--- src/logic/cpu_pkg.sv ---
package cpu_pkg;

	// mult/div opcodes as the core decoder encodes them
	typedef enum logic [1:0] {
		mult  = 2'b00,
		multu = 2'b01,
		div   = 2'b10,
		divu  = 2'b11
	} md_op_e;

	typedef enum logic {
		md_free = 1'b0, // ready for a new op
		md_busy = 1'b1  // divide running
	} md_state_e;

	// load/store access width
	typedef enum logic [1:0] {
		sz_byte = 2'b00,
		sz_half = 2'b01,
		sz_word = 2'b10
	} mem_size_e;

	typedef enum logic {
		lo = 1'b0,
		hi = 1'b1
	} hilo_sel_e;

	// mult/div request from the core
	typedef struct packed {
		md_op_e      op;
		logic [31:0] a; // rs
		logic [31:0] b; // rt
	} md_req_t;

	// mthi / mtlo
	typedef struct packed {
		logic        en;
		hilo_sel_e   sel;
		logic [31:0] data;
	} hilo_wr_t;

	typedef struct packed {
		logic        wr;    // store
		logic        rd;    // load
		mem_size_e   size;
		logic        sext;  // lb/lh vs lbu/lhu
		logic [31:0] addr;  // core virtual address
		logic [31:0] wdata;
	} mem_req_t;

	// always enabled data sram port
	typedef struct packed {
		logic [3:0]  wen;
		logic [31:0] addr;
		logic [31:0] wdata;
	} sram_req_t;

	localparam logic [31:0] dsram_base = 32'ha000_0000; // kseg1 data window
	localparam int div_steps = 32;                      // one quotient bit per step
	localparam int div_cnt_w = $clog2(div_steps);
	localparam logic [div_cnt_w-1:0] div_last = div_cnt_w'(div_steps - 1);

endpackage

--- src/logic/hilo_ctrl.sv ---
`timescale 1ns/100ps

// sequencing for the mult/div unit
// multiply takes one cycle while divide holds busy until the divider reports done
module hilo_ctrl (
	input  logic             aclk,
	input  logic             aresetn,
	input  cpu_pkg::md_op_e  req_op,
	input  logic             start,
	input  logic             flush,      // exception or eret in mem
	input  logic             div_done,
	output logic             busy,
	output logic             mul_load,
	output logic             div_go,
	output logic             div_signed,
	output logic             mul_signed,
	output logic             hilo_wr_ok
);

	cpu_pkg::md_state_e state;
	cpu_pkg::md_state_e state_nxt;
	logic               is_div;
	logic               accept;

	// op decode
	assign is_div     = (req_op == cpu_pkg::div) || (req_op == cpu_pkg::divu);
	assign div_signed = (req_op == cpu_pkg::div);
	assign mul_signed = (req_op == cpu_pkg::mult);

	// start only counts when idle and not flushed
	assign accept = start && !flush && (state == cpu_pkg::md_free);

	assign mul_load = accept && !is_div; // product lands next edge
	assign div_go   = accept && is_div;  // divider latches operands

	always_comb begin
		state_nxt = state;
		case (state)
			cpu_pkg::md_free: begin
				if (div_go) begin
					state_nxt = cpu_pkg::md_busy;
				end
			end
			cpu_pkg::md_busy: begin
				if (div_done) begin // result loads this edge
					state_nxt = cpu_pkg::md_free;
				end
			end
			default: state_nxt = cpu_pkg::md_free;
		endcase
	end

	always_ff @(posedge aclk) begin
		if (!aresetn) begin
			state <= cpu_pkg::md_free;
		end else begin
			state <= state_nxt;
		end
	end

	// busy follows the next state, so the core stalls in the start cycle already
	assign busy = (state_nxt == cpu_pkg::md_busy);

	// mthi/mtlo blocked while a divide owns hi/lo
	assign hilo_wr_ok = !busy;

endmodule

--- src/logic/mul_unit.sv ---
`timescale 1ns/100ps

// single cycle 32x32 -> 64 multiplier
// signed case works on sign-extended 64 bit operands
// so the low 64 bits of the product are exact for both signednesses
module mul_unit (
	input  logic [31:0] a,
	input  logic [31:0] b,
	input  logic        is_signed,
	output logic [63:0] product
);

	logic [63:0] a_x; // extended rs
	logic [63:0] b_x; // extended rt
	logic        a_fill;
	logic        b_fill;

	assign a_fill = is_signed & a[31]; // zero fill for multu
	assign b_fill = is_signed & b[31];

	assign a_x = {{32{a_fill}}, a};
	assign b_x = {{32{b_fill}}, b};

	assign product = a_x * b_x; // upper bits drop out

endmodule

--- src/logic/div_unit.sv ---
`timescale 1ns/100ps

// iterative restoring divider
// go latches operands, then div_steps shift-subtract cycles
// then one cycle to apply signs before done pulses with the result
module div_unit (
	input  logic        aclk,
	input  logic        aresetn,
	input  logic        go,
	input  logic        is_signed,
	input  logic [31:0] dividend,
	input  logic [31:0] divisor,
	output logic        done,
	output logic [31:0] quotient,
	output logic [31:0] remainder
);

	logic                          run;    // shift-subtract phase
	logic                          fin;    // sign fix-up cycle
	logic [cpu_pkg::div_cnt_w-1:0] cnt;    // step index
	logic [31:0]                   dq;     // dividend bits out, quotient bits in
	logic [31:0]                   dvs;    // divisor magnitude
	logic [31:0]                   part;   // partial remainder
	logic                          q_neg;
	logic                          r_neg;
	logic                          a_neg;
	logic                          b_neg;
	logic [32:0]                   part_sh;
	logic [32:0]                   diff;

	assign a_neg = is_signed & dividend[31];
	assign b_neg = is_signed & divisor[31];

	// bring in next dividend bit and trial subtract
	assign part_sh = {part, dq[31]};
	assign diff    = part_sh - {1'b0, dvs};

	always_ff @(posedge aclk) begin
		if (!aresetn) begin
			run  <= 1'b0;
			fin  <= 1'b0;
			done <= 1'b0;
			cnt  <= '0;
		end else begin
			done <= fin;                                 // one-cycle pulse
			fin  <= run && (cnt == cpu_pkg::div_last);   // after the last step
			if (go) begin
				run <= 1'b1;
				cnt <= '0;
			end else if (run) begin
				cnt <= cnt + 1'b1;
				if (cnt == cpu_pkg::div_last) begin
					run <= 1'b0;
				end
			end
		end
	end

	always_ff @(posedge aclk) begin
		if (go) begin
			dq    <= a_neg ? -dividend : dividend; // 0x8000_0000 stays as magnitude
			dvs   <= b_neg ? -divisor : divisor;
			part  <= '0;
			q_neg <= a_neg ^ b_neg;
			r_neg <= a_neg; // remainder follows dividend
		end else if (run) begin
			// restore on borrow and keep the difference otherwise
			part <= diff[32] ? part_sh[31:0] : diff[31:0];
			dq   <= {dq[30:0], ~diff[32]};
		end
		if (fin) begin
			quotient  <= q_neg ? -dq : dq;
			remainder <= r_neg ? -part : part;
		end
	end

endmodule

--- src/logic/hilo_reg.sv ---
`timescale 1ns/100ps

// hi/lo pair and its read port
module hilo_reg (
	input  logic                aclk,
	input  logic                aresetn,
	input  logic                mul_load,
	input  logic [63:0]         product,
	input  logic                div_load,
	input  logic [31:0]         quotient,
	input  logic [31:0]         remainder,
	input  cpu_pkg::hilo_wr_t   wr,
	input  logic                wr_ok,
	input  cpu_pkg::hilo_sel_e  rd_sel,
	output logic [31:0]         rdata
);

	logic [31:0] hi_r;
	logic [31:0] lo_r;

	// mult wins over div result and direct write comes last
	always_ff @(posedge aclk) begin
		if (!aresetn) begin
			hi_r <= '0;
			lo_r <= '0;
		end else if (mul_load) begin
			hi_r <= product[63:32];
			lo_r <= product[31:0];
		end else if (div_load) begin
			hi_r <= remainder;
			lo_r <= quotient;
		end else if (wr.en && wr_ok) begin
			if (wr.sel == cpu_pkg::hi) begin // mthi
				hi_r <= wr.data;
			end else begin                   // mtlo
				lo_r <= wr.data;
			end
		end
	end

	// mfhi / mflo
	assign rdata = (rd_sel == cpu_pkg::hi) ? hi_r : lo_r;

endmodule

--- src/logic/dsram_bridge.sv ---
`timescale 1ns/100ps

// core to data sram adapter
// stores are formatted in the request cycle and loads extracted a cycle later
module dsram_bridge (
	input  logic                aclk,
	input  logic                aresetn,
	input  cpu_pkg::mem_req_t   req,
	output cpu_pkg::sram_req_t  sram,
	input  logic [31:0]         sram_rdata,
	output logic [31:0]         load_data
);

	cpu_pkg::mem_size_e ld_size; // load shape held for the data cycle
	logic               ld_sext;
	logic [1:0]         ld_off;
	logic [7:0]         ld_byte;
	logic [15:0]        ld_half;

	// lane enables and replicated store data
	always_comb begin
		sram.wen   = 4'b0000;
		sram.wdata = req.wdata;
		case (req.size)
			cpu_pkg::sz_byte: begin
				sram.wdata = {4{req.wdata[7:0]}};
				if (req.wr) begin
					sram.wen = 4'b0001 << req.addr[1:0]; // one lane
				end
			end
			cpu_pkg::sz_half: begin
				sram.wdata = {2{req.wdata[15:0]}};
				if (req.wr) begin
					sram.wen = req.addr[1] ? 4'b1100 : 4'b0011;
				end
			end
			default: begin
				if (req.wr) begin
					sram.wen = 4'b1111; // sw
				end
			end
		endcase
	end

	// word aligned address relative to the sram window
	assign sram.addr = {req.addr[31:2], 2'b00} - cpu_pkg::dsram_base;

	always_ff @(posedge aclk) begin
		if (!aresetn) begin
			ld_size <= cpu_pkg::sz_word;
			ld_sext <= 1'b0;
			ld_off  <= 2'b00;
		end else if (req.rd) begin
			ld_size <= req.size;
			ld_sext <= req.sext;
			ld_off  <= req.addr[1:0];
		end
	end

	// pick the addressed field out of the returned word
	always_comb begin
		case (ld_off)
			2'b00:   ld_byte = sram_rdata[7:0];
			2'b01:   ld_byte = sram_rdata[15:8];
			2'b10:   ld_byte = sram_rdata[23:16];
			default: ld_byte = sram_rdata[31:24];
		endcase
		ld_half = ld_off[1] ? sram_rdata[31:16] : sram_rdata[15:0];
	end

	always_comb begin
		case (ld_size)
			cpu_pkg::sz_byte: load_data = {{24{ld_sext & ld_byte[7]}}, ld_byte};  // lb/lbu
			cpu_pkg::sz_half: load_data = {{16{ld_sext & ld_half[15]}}, ld_half}; // lh/lhu
			default:          load_data = sram_rdata;                             // lw
		endcase
	end

endmodule

--- src/logic/exu_top.sv ---
`timescale 1ns/100ps

// execute-side helpers with mult/div, hi/lo and the data sram bridge
module exu_top (
	input  logic                aclk,
	input  logic                aresetn,
	input  cpu_pkg::md_req_t    md_req,
	input  logic                start,
	input  logic                flush,
	input  cpu_pkg::hilo_wr_t   hilo_wr,
	input  cpu_pkg::hilo_sel_e  rd_sel,
	output logic                busy,
	output logic [31:0]         hilo_rdata,
	input  cpu_pkg::mem_req_t   mem_req,
	output cpu_pkg::sram_req_t  sram,
	input  logic [31:0]         sram_rdata,
	output logic [31:0]         load_data
);

	logic        mul_load;
	logic        div_go;
	logic        div_signed;
	logic        mul_signed;
	logic        hilo_wr_ok;
	logic        div_done;
	logic [63:0] product;
	logic [31:0] quotient;
	logic [31:0] remainder;

	hilo_ctrl u_ctrl (
		.aclk       (aclk),
		.aresetn    (aresetn),
		.req_op     (md_req.op),
		.start      (start),
		.flush      (flush),
		.div_done   (div_done),
		.busy       (busy),
		.mul_load   (mul_load),
		.div_go     (div_go),
		.div_signed (div_signed),
		.mul_signed (mul_signed),
		.hilo_wr_ok (hilo_wr_ok)
	);

	mul_unit u_mul (
		.a         (md_req.a),
		.b         (md_req.b),
		.is_signed (mul_signed),
		.product   (product)
	);

	div_unit u_div (
		.aclk      (aclk),
		.aresetn   (aresetn),
		.go        (div_go),
		.is_signed (div_signed),
		.dividend  (md_req.a),
		.divisor   (md_req.b),
		.done      (div_done),
		.quotient  (quotient),
		.remainder (remainder)
	);

	hilo_reg u_hilo (
		.aclk      (aclk),
		.aresetn   (aresetn),
		.mul_load  (mul_load),
		.product   (product),
		.div_load  (div_done),
		.quotient  (quotient),
		.remainder (remainder),
		.wr        (hilo_wr),
		.wr_ok     (hilo_wr_ok),
		.rd_sel    (rd_sel),
		.rdata     (hilo_rdata)
	);

	dsram_bridge u_dsram (
		.aclk       (aclk),
		.aresetn    (aresetn),
		.req        (mem_req),
		.sram       (sram),
		.sram_rdata (sram_rdata),
		.load_data  (load_data)
	);

endmodule

--- config.mk ---
export PLATFORM = sky130hd
export DESIGN_NAME = exu_top
export DESIGN_NICKNAME = d
export VERILOG_FILES = /design/src/logic/cpu_pkg.sv /design/src/logic/hilo_ctrl.sv /design/src/logic/mul_unit.sv /design/src/logic/div_unit.sv /design/src/logic/hilo_reg.sv /design/src/logic/dsram_bridge.sv /design/src/logic/exu_top.sv
export SDC_FILE = /design/constraint.sdc
export NUM_CORES = 2
export LEC_CHECK = 0
export ABC_AREA = 1
export CAP_MARGIN = 0
export CORE_UTILIZATION = 55
export DETAILED_ROUTE_END_ITERATION = 10
export DONT_BUFFER_PORTS = 1
export PLACE_DENSITY = 0.75
export SLEW_MARGIN = 10
export SYNTH_ARGS = -nofsm -noshare
export SYNTH_HDL_FRONTEND = slang
export SYNTH_SLANG_ARGS = --single-unit
--- constraint.sdc ---
create_clock -name aclk -period 9.89 [get_ports aclk]
set_clock_uncertainty 0.2 [all_clocks]
set_input_delay 0 -clock aclk [delete_from_list [all_inputs] [get_ports aclk]]
set_output_delay 0 -clock aclk [all_outputs]
set_load 0.02 [all_outputs]
; Word level (Yosys, flattened, before mapping)
; Index checks and enable logic that the tools add are counted.
[op_classes]
addsub = 7
multipliers = 1
div = 0
order_cmp = 0
eq_ne = 8
n_shift = 1
mux = 31
n_bitwise = 10
reduce_logical = 20
[op_table]
columns = op, count
row1 = 2-to-1 mux 32 bit, 16
row2 = negation 32 bit, 4
row3 = case mux 32 bit (2 select lines), 2
row4 = multiplier 33 x 33 -> 64 bit, 1
row5 = subtractor 33 x 32 -> 33 bit, 1
row6 = subtractor 32 bit (second input constant), 1
row7 = case mux 8 bit (3 select lines), 1
row8 = 2-to-1 mux 16 bit, 1
row9 = 2-to-1 mux 4 bit, 4
row10 = logical NOT 2 bit, 4
row11 = case mux 4 bit (2 select lines), 1
row12 = AND 1 bit, 6
row13 = == test 2 x 1 -> 1 bit (second input constant), 3
row14 = == test 2 bit (second input constant), 3
row15 = logical AND 1 bit, 6
row16 = nonzero test 3 bit, 2
row17 = adder 5 x 1 -> 5 bit (second input constant), 1
row18 = == test 5 bit (second input constant), 1
row19 = 2-to-1 mux 1 bit, 5
row20 = AND reduction 2 bit, 2
row21 = left shift 1 x 2 -> 4 bit (first input constant), 1
row22 = logical NOT 1 bit, 3
row23 = != test 3 x 1 -> 1 bit (second input constant), 1
row24 = NOT 1 bit, 3
row25 = 5 further kinds, 5
[totals]
reg_bits = 240
latch_bits = 0
ramBits = 0
mem_bits_ro = 0
in_bits = 206
output_inout_bits = 133
word_cells = 95
n_memories = 0

; Logic depth before layout (Yosys ltp)
[logic_depth]
ltp_word = 11
ltp_mapped = 34
ltp_nobuf = 33

; Cells and area by module
; From an unflattened synthesis, not the netlist that was laid out.
[unflattened]
cells_unflattened = 7731
hier_area_um2 = 57869.3
[modules_own_cells]
columns = module, n_inst, cells_each, area_each_um2, seq_area_each_um2
row1 = mul_unit, 1, 5007, 39835.7, 0.0
row2 = div_unit, 1, 1694, 11991.5, 4704.5
row3 = hilo_reg, 1, 707, 4320.4, 1281.2
row4 = dsram_bridge, 1, 307, 1640.3, 100.1
row5 = hilo_ctrl, 1, 16, 81.3, 20.0

; Worst setup path after synthesis
; Ideal clock, no wire load.
[synth_path]
path_type = input port to flip-flop
start = in md_req[63] (netlist name)
end = reg u_hilo.hi_r[23]
setup_time_ns = 0.109
arrival_ns = 6.907
required_ns = 9.581
setup_slack_ns = 2.674
path_stages = 28
n_path_buf = 2
cell_sequence = buf_2 -> nand2_1 -> clkbuf_1 -> nor2_1 -> fa_1 -> inv_1 -> fa_1 -> inv_1 -> fa_1 -> inv_1 -> fa_1 -> fa_1 -> fa_1 -> fa_1 -> fa_1 -> inv_1 -> ha_1 -> nand2_1 -> nor2_1 -> nand2_1 -> nor3_1 -> nand3_1 -> nand3_1 -> nand2_1 -> nand3_1 -> nand3_1 -> nand2_1 -> inv_1
[synth_via]
elab_chain_len = 3
[synth_lines]
columns = element, line_no
row1 = from (decl), exu_top.sv:7  ; input cpu_pkg::md_req_t md_req,
row2 = AND 1 bit, mul_unit.sv:18  ; assign a_fill = is_signed & a[31];
row3 = multiplier 33 x 33 -> 64 bit (*), mul_unit.sv:24  ; assign product = a_x * b_x;
row4 = 2-to-1 mux 32 bit (*), hilo_reg.sv:26  ; end else if (mul_load) begin
row5 = to (signal assigned), hilo_reg.sv:27  ; hi_r <= product[63:32];
row6 = to (signal assigned), hilo_reg.sv:30  ; hi_r <= remainder;
row7 = to (signal assigned), hilo_reg.sv:34  ; hi_r <= wr.data;
row8 = to (decl), hilo_reg.sv:18  ; logic [31:0] hi_r;
; Every way passes the cells marked *; elsewhere a longest branch is shown, timed or not.
; A chain may end at the register's enable or synchronous reset.

; Worst setup path after layout
[layout_path]
start = in md_req[0] (netlist name)
end = reg u_hilo.hi_r[8]
[layout_via]
elab_chain_len = 2
[layout_lines]
columns = element, line_no
row1 = multiplier 33 x 33 -> 64 bit, mul_unit.sv:24
row2 = 2-to-1 mux 32 bit, hilo_reg.sv:26
; No other way between the ends.

==> results.md <==
- The flow ran to the end, and the final reports show no timing, DRC or antenna violations.
- The fraction of final layout cells sized beyond drive strength 1 is 2.06%.
- The final weighted congestion in routability-driven placement is 1.06.
- The area added between synthesis and finish is 5.74%.
- The number of violations reported at the end of detailed-routing iteration 0 is 4992.
- After synthesis, the mean cell area works out to 7.59 µm².
- The number of global-route vias before repair is 50982.
- Setup violations remaining at the end of the flow were counted as 0.
- For this run, the detailed router's first-pass iteration total came to 6.
- Of the synthesized area, sequential elements account for 10.8%.
- The clock network latency to the later pin of the worst-skew pair is 0.57 ns.
- The overall die area is 104000 µm².
- The startpoint identified for the worst register-to-register timing path is u_ctrl.state.
- For the pin with the worst max-slew slack, the measured transition is 1.22 ns.
- The depth of the CTS H-tree is 1.
- The global-route congestion overflow total is 0.
- Dividing the detail-routed wire length by the instance count gives 22.4 µm.
- In this run the remaining antenna-violating nets after routing total 0.
- The tool flagged a number of max-cap violations equal to 0.
- The final worst-path cycle share is 86.1%.
- The slowest stage cell on the critical path is sky130_fd_sc_hd__dlygate4sd3_1.
- The biggest area contributor in the post-synthesis netlist is sky130_fd_sc_hd__fa_1.
- The number of cells on the critical path is 25.
- Pin placement for this block handled 339 I/O pins.
- The clock passes through at most 3 buffers.
- The family with the most delay on the worst path is adder cells.
- Clock-pin slew was measured on the worst setup and hold paths at 0.06 ns.
- Setup repair after global routing left no endpoint under its margin.
- The initial antenna violation count is 7.
- The critical path endpoint category is a register.
- The class of the most critical hold timing path is primary input to register.
- The clock drives 240 sinks.
- The arrival time at the worst endpoint is 8.82 ns.
- CTS placed an instance of sky130_fd_sc_hd__clkbuf_16 at the clock tree root.
- The final critical delay including setup and external delays is 8.52 ns.
- The setup TNS is 0 ns.
- The die boundary height is 323 µm.
- The number of different library cells used by synthesis comes to 56.
- The HPWL after detailed placement is 149000 µm.
- The via density per instance is 5.63.
- Setup slack on the worst reg-to-reg path comes out at 5.44 ns.
- The worst endpoint required time is 10.19 ns.
- For this run, design rule violations remaining after detail routing come to 0.
- The maximum number of pins on one net before global-route repair is 86.
- The relative slew slack is 17.7%.
- The number of port buffers is 0.
- The post-cts gate resize count is 0.
- The critical path startpoint category is a primary input.
- After synthesis, the cell types taking the most area are sky130_fd_sc_hd__fa_1 (40%), sky130_fd_sc_hd__nand2_1 (13%), sky130_fd_sc_hd__inv_1 (13%), sky130_fd_sc_hd__edfxtp_1 (6.9%), sky130_fd_sc_hd__ha_1 (5.6%).
- The number of synthesized flops with an enable pin is 130.
- The routed layout has 49099 vias.
- Clock tree synthesis inserted a total of 27 buffers.
- The path type of the worst setup path is primary input to register.
- The worst hold path passes through 7 cells.
- After the last flow step, the layout net total stands at 8906.
- The first global-routing pass estimated 300000 µm of wire.
- The floorplan die width is 323 µm.
- The highest achievable clock rate is 117 MHz.
- Synthesis produced 7443 cells.
- The global router's overall resource usage is 38.4%.
- The initial core utilization is 55.5%.
- Wires add up to 195000 µm.
- The final hold violation count is 0.
- The floorplan step defined a core boundary enclosing 102000 µm².
- The number of core rows is 117.
- The mapped netlist covers 56500 µm².
- The buffer and inverter count on the worst path is 6.
- Synthesis inferred 240 register bits.
- The most used flip-flop cell after synthesis is sky130_fd_sc_hd__edfxtp_1.
- The endpoint of the lowest-slack register-to-register path is u_hilo.lo_r[5].
- The total count of max-transition violations in the final report is 0.
- The start point of the worst min-delay path is md_req[57].
- For this run, asynchronously set or reset flops after synthesis account for 0%.
- For hold timing, the worst endpoint is u_div.dq[28].
- The number of cells on the worst reg-to-reg path is 9.
- The share of the synthesized area in the top cell type is 39.9%.
- The count of warnings emitted by yosys is 0.
- TritonCTS built the clock tree.
- The biggest fanout along the worst timing path is 31.
- The peak per-stage delay on the critical path is 1.08 ns.
- The most common cell type on the critical path is sky130_fd_sc_hd__fa_1.
==> cell families (layout without fill, tap and decap cells) <==
logic type | count (synthesis) | in the layout | synth area share (%)
muxes | 18 | 18 | 0.359
other | 1 | 9 | 0.00663
adders and majority gates | 1377 | 1377 | 45.4
xor gates and xnor gates | 158 | 158 | 2.45
buffers and inverters | 2317 | 2217 | 15.8
and+or+nand+nor | 2754 | 2754 | 19.6
DFF | 240 | 240 | 10.8
AOI/OAI and AO/OA | 578 | 578 | 5.58
==> registers in the layout, summed over array words and instances, names as in the netlist <==
| name | cells |
|---|---|
| u_div.r_neg | 1 |
| u_div.dq | 32 |
| u_ctrl.state | 1 |
| u_div.cnt | 5 |
| u_dsram.ld_sext | 1 |
| u_hilo.hi_r | 32 |
| u_div.part | 32 |
| u_div.quotient | 32 |
| u_hilo.lo_r | 32 |
| u_div.run | 1 |
| u_dsram.ld_size | 2 |
| u_div.remainder | 32 |
| u_div.done | 1 |
| u_dsram.ld_off | 2 |
| u_div.fin | 1 |
| u_div.dvs | 32 |
| u_div.q_neg | 1 |
==> cell usage in the layout, fill, tap and decap left out, drive strengths merged, types with 3 or more instances in the layout <==
cell | synthesis | layout
edfxtp | 130 | 130
a21boi | 9 | 9
o311ai | 5 | 5
xnor2 | 32 | 32
diode | 0 | 7
a211oi | 16 | 16
or2 | 13 | 13
nand2 | 1990 | 1990
a21o | 6 | 6
fa | 1126 | 1126
dfxtp | 110 | 110
a31oi | 14 | 14
o21ai | 242 | 242
xor2 | 126 | 126
mux2 | 18 | 18
nor2 | 423 | 423
a22oi | 5 | 5
ha | 251 | 251
o21bai | 24 | 24
o31ai | 4 | 4
inv | 1927 | 1932
nand3 | 208 | 208
nor4 | 11 | 11
clkinv | 4 | 10
clkbuf | 261 | 37
buf | 125 | 21
a21oi | 234 | 234
nor3 | 42 | 42
nand3b | 12 | 12
nand4 | 49 | 49
o211ai | 13 | 13
and3 | 3 | 3
dlygate4sd3 | 0 | 215
==> worst reg2reg max path, cell delays in order (launching register included) <==
cell and delay [ns]:
sky130_fd_sc_hd__dfxtp_1 0.39, sky130_fd_sc_hd__nor3b_2 0.65, sky130_fd_sc_hd__nand2_1 0.46, sky130_fd_sc_hd__nand2_1 0.44, sky130_fd_sc_hd__nor2_1 0.20, sky130_fd_sc_hd__nand2_1 0.11, sky130_fd_sc_hd__nand2_1 0.59, sky130_fd_sc_hd__inv_2 0.89
sky130_fd_sc_hd__a211oi_1 0.20, sky130_fd_sc_hd__a211oi_1 0.23
==> worst max path at each step <==
stage                           from  slack [ns]               to
final                      md_req[0]        1.37   u_hilo.hi_r[8]
after CTS                  md_req[0]        1.57   u_hilo.hi_r[8]
after global routing       md_req[0]        1.20  u_hilo.hi_r[21]
after floorplan           md_req[63]        2.67  u_hilo.hi_r[23]
after global placement    md_req[65]        1.60   u_hilo.hi_r[8]
after detailed placement  md_req[65]        1.59   u_hilo.hi_r[8]
==> Yosys cell counts (9+ instances only) <==
| library cell | instances |
|---|---|
| sky130_fd_sc_hd__ha_1 | 251 |
| sky130_fd_sc_hd__clkbuf_1 | 261 |
| sky130_fd_sc_hd__inv_2 | 10 |
| sky130_fd_sc_hd__nand3_1 | 206 |
| sky130_fd_sc_hd__edfxtp_1 | 130 |
| sky130_fd_sc_hd__nand2_2 | 23 |
| sky130_fd_sc_hd__nand4_1 | 49 |
| sky130_fd_sc_hd__nor4_1 | 9 |
| sky130_fd_sc_hd__inv_1 | 1917 |
| sky130_fd_sc_hd__nand3b_1 | 12 |
| sky130_fd_sc_hd__xnor2_1 | 32 |
| sky130_fd_sc_hd__nor3_1 | 34 |
| sky130_fd_sc_hd__buf_2 | 25 |
| sky130_fd_sc_hd__nand2_1 | 1965 |
| sky130_fd_sc_hd__fa_1 | 1126 |
| sky130_fd_sc_hd__o21bai_1 | 24 |
| sky130_fd_sc_hd__o21ai_0 | 228 |
| sky130_fd_sc_hd__dfxtp_1 | 110 |
| sky130_fd_sc_hd__xor2_1 | 126 |
| sky130_fd_sc_hd__a21oi_1 | 234 |
| sky130_fd_sc_hd__buf_4 | 42 |
| sky130_fd_sc_hd__a31oi_1 | 14 |
| sky130_fd_sc_hd__o21ai_1 | 13 |
| sky130_fd_sc_hd__o211ai_1 | 13 |
| sky130_fd_sc_hd__nor2_1 | 419 |
| sky130_fd_sc_hd__a211oi_1 | 15 |
| sky130_fd_sc_hd__mux2_2 | 18 |
| sky130_fd_sc_hd__or2_2 | 10 |
| sky130_fd_sc_hd__buf_1 | 52 |
==> through the flow <==
step	instance area, µm²	utilization [%]	worst slack [ns]	cells	hold slack, ns
detailed placement	56700	55.7	1.59	8446	-0.200
CTS	59700	58.6	1.57	8712	0.000385
global placement	56700	55.7	1.60	8446	-0.200
global route	59800	58.6	1.20	8714	0.00960
floorplan	56500	-	2.67	7444	-0.114
finish	59800	58.7	1.37	8719	0.000000222
==> layer usage <==
layer  global-route usage, %  wire, µm  part of all wire (%)  vias up
met3                    9.73     21200                    11      737
met1                    47.6     72300                    37    24188
li1                        -         -                     -    21325
met5                   0.602       108                 0.055        -
met4                    22.1     13400                   6.9        6
met2                    61.0     88200                    45     2843
==> timing repair <==
action                                 4_1_cts  5_1_grt
hold buffers                               216        0
setup buffers                                0        0
endpoints found under the hold margin      202        0
==> layout make-up <==
class | instances | area (µm²)
fillers | 9313 | 42100
inverters | 1931 | 7250
diodes | 7 | 17.5
repair buffers | 236 | 2330
multi-input cells | 4887 | 41500
well taps | 1368 | 1710
flip-flops and latches | 240 | 6110
clock inverters | 13 | 106
clock buffers | 37 | 753
Power is left out: the tool's default activity adds up to more than one toggle a clock period on the data nets, which glitch-free logic cannot reach.
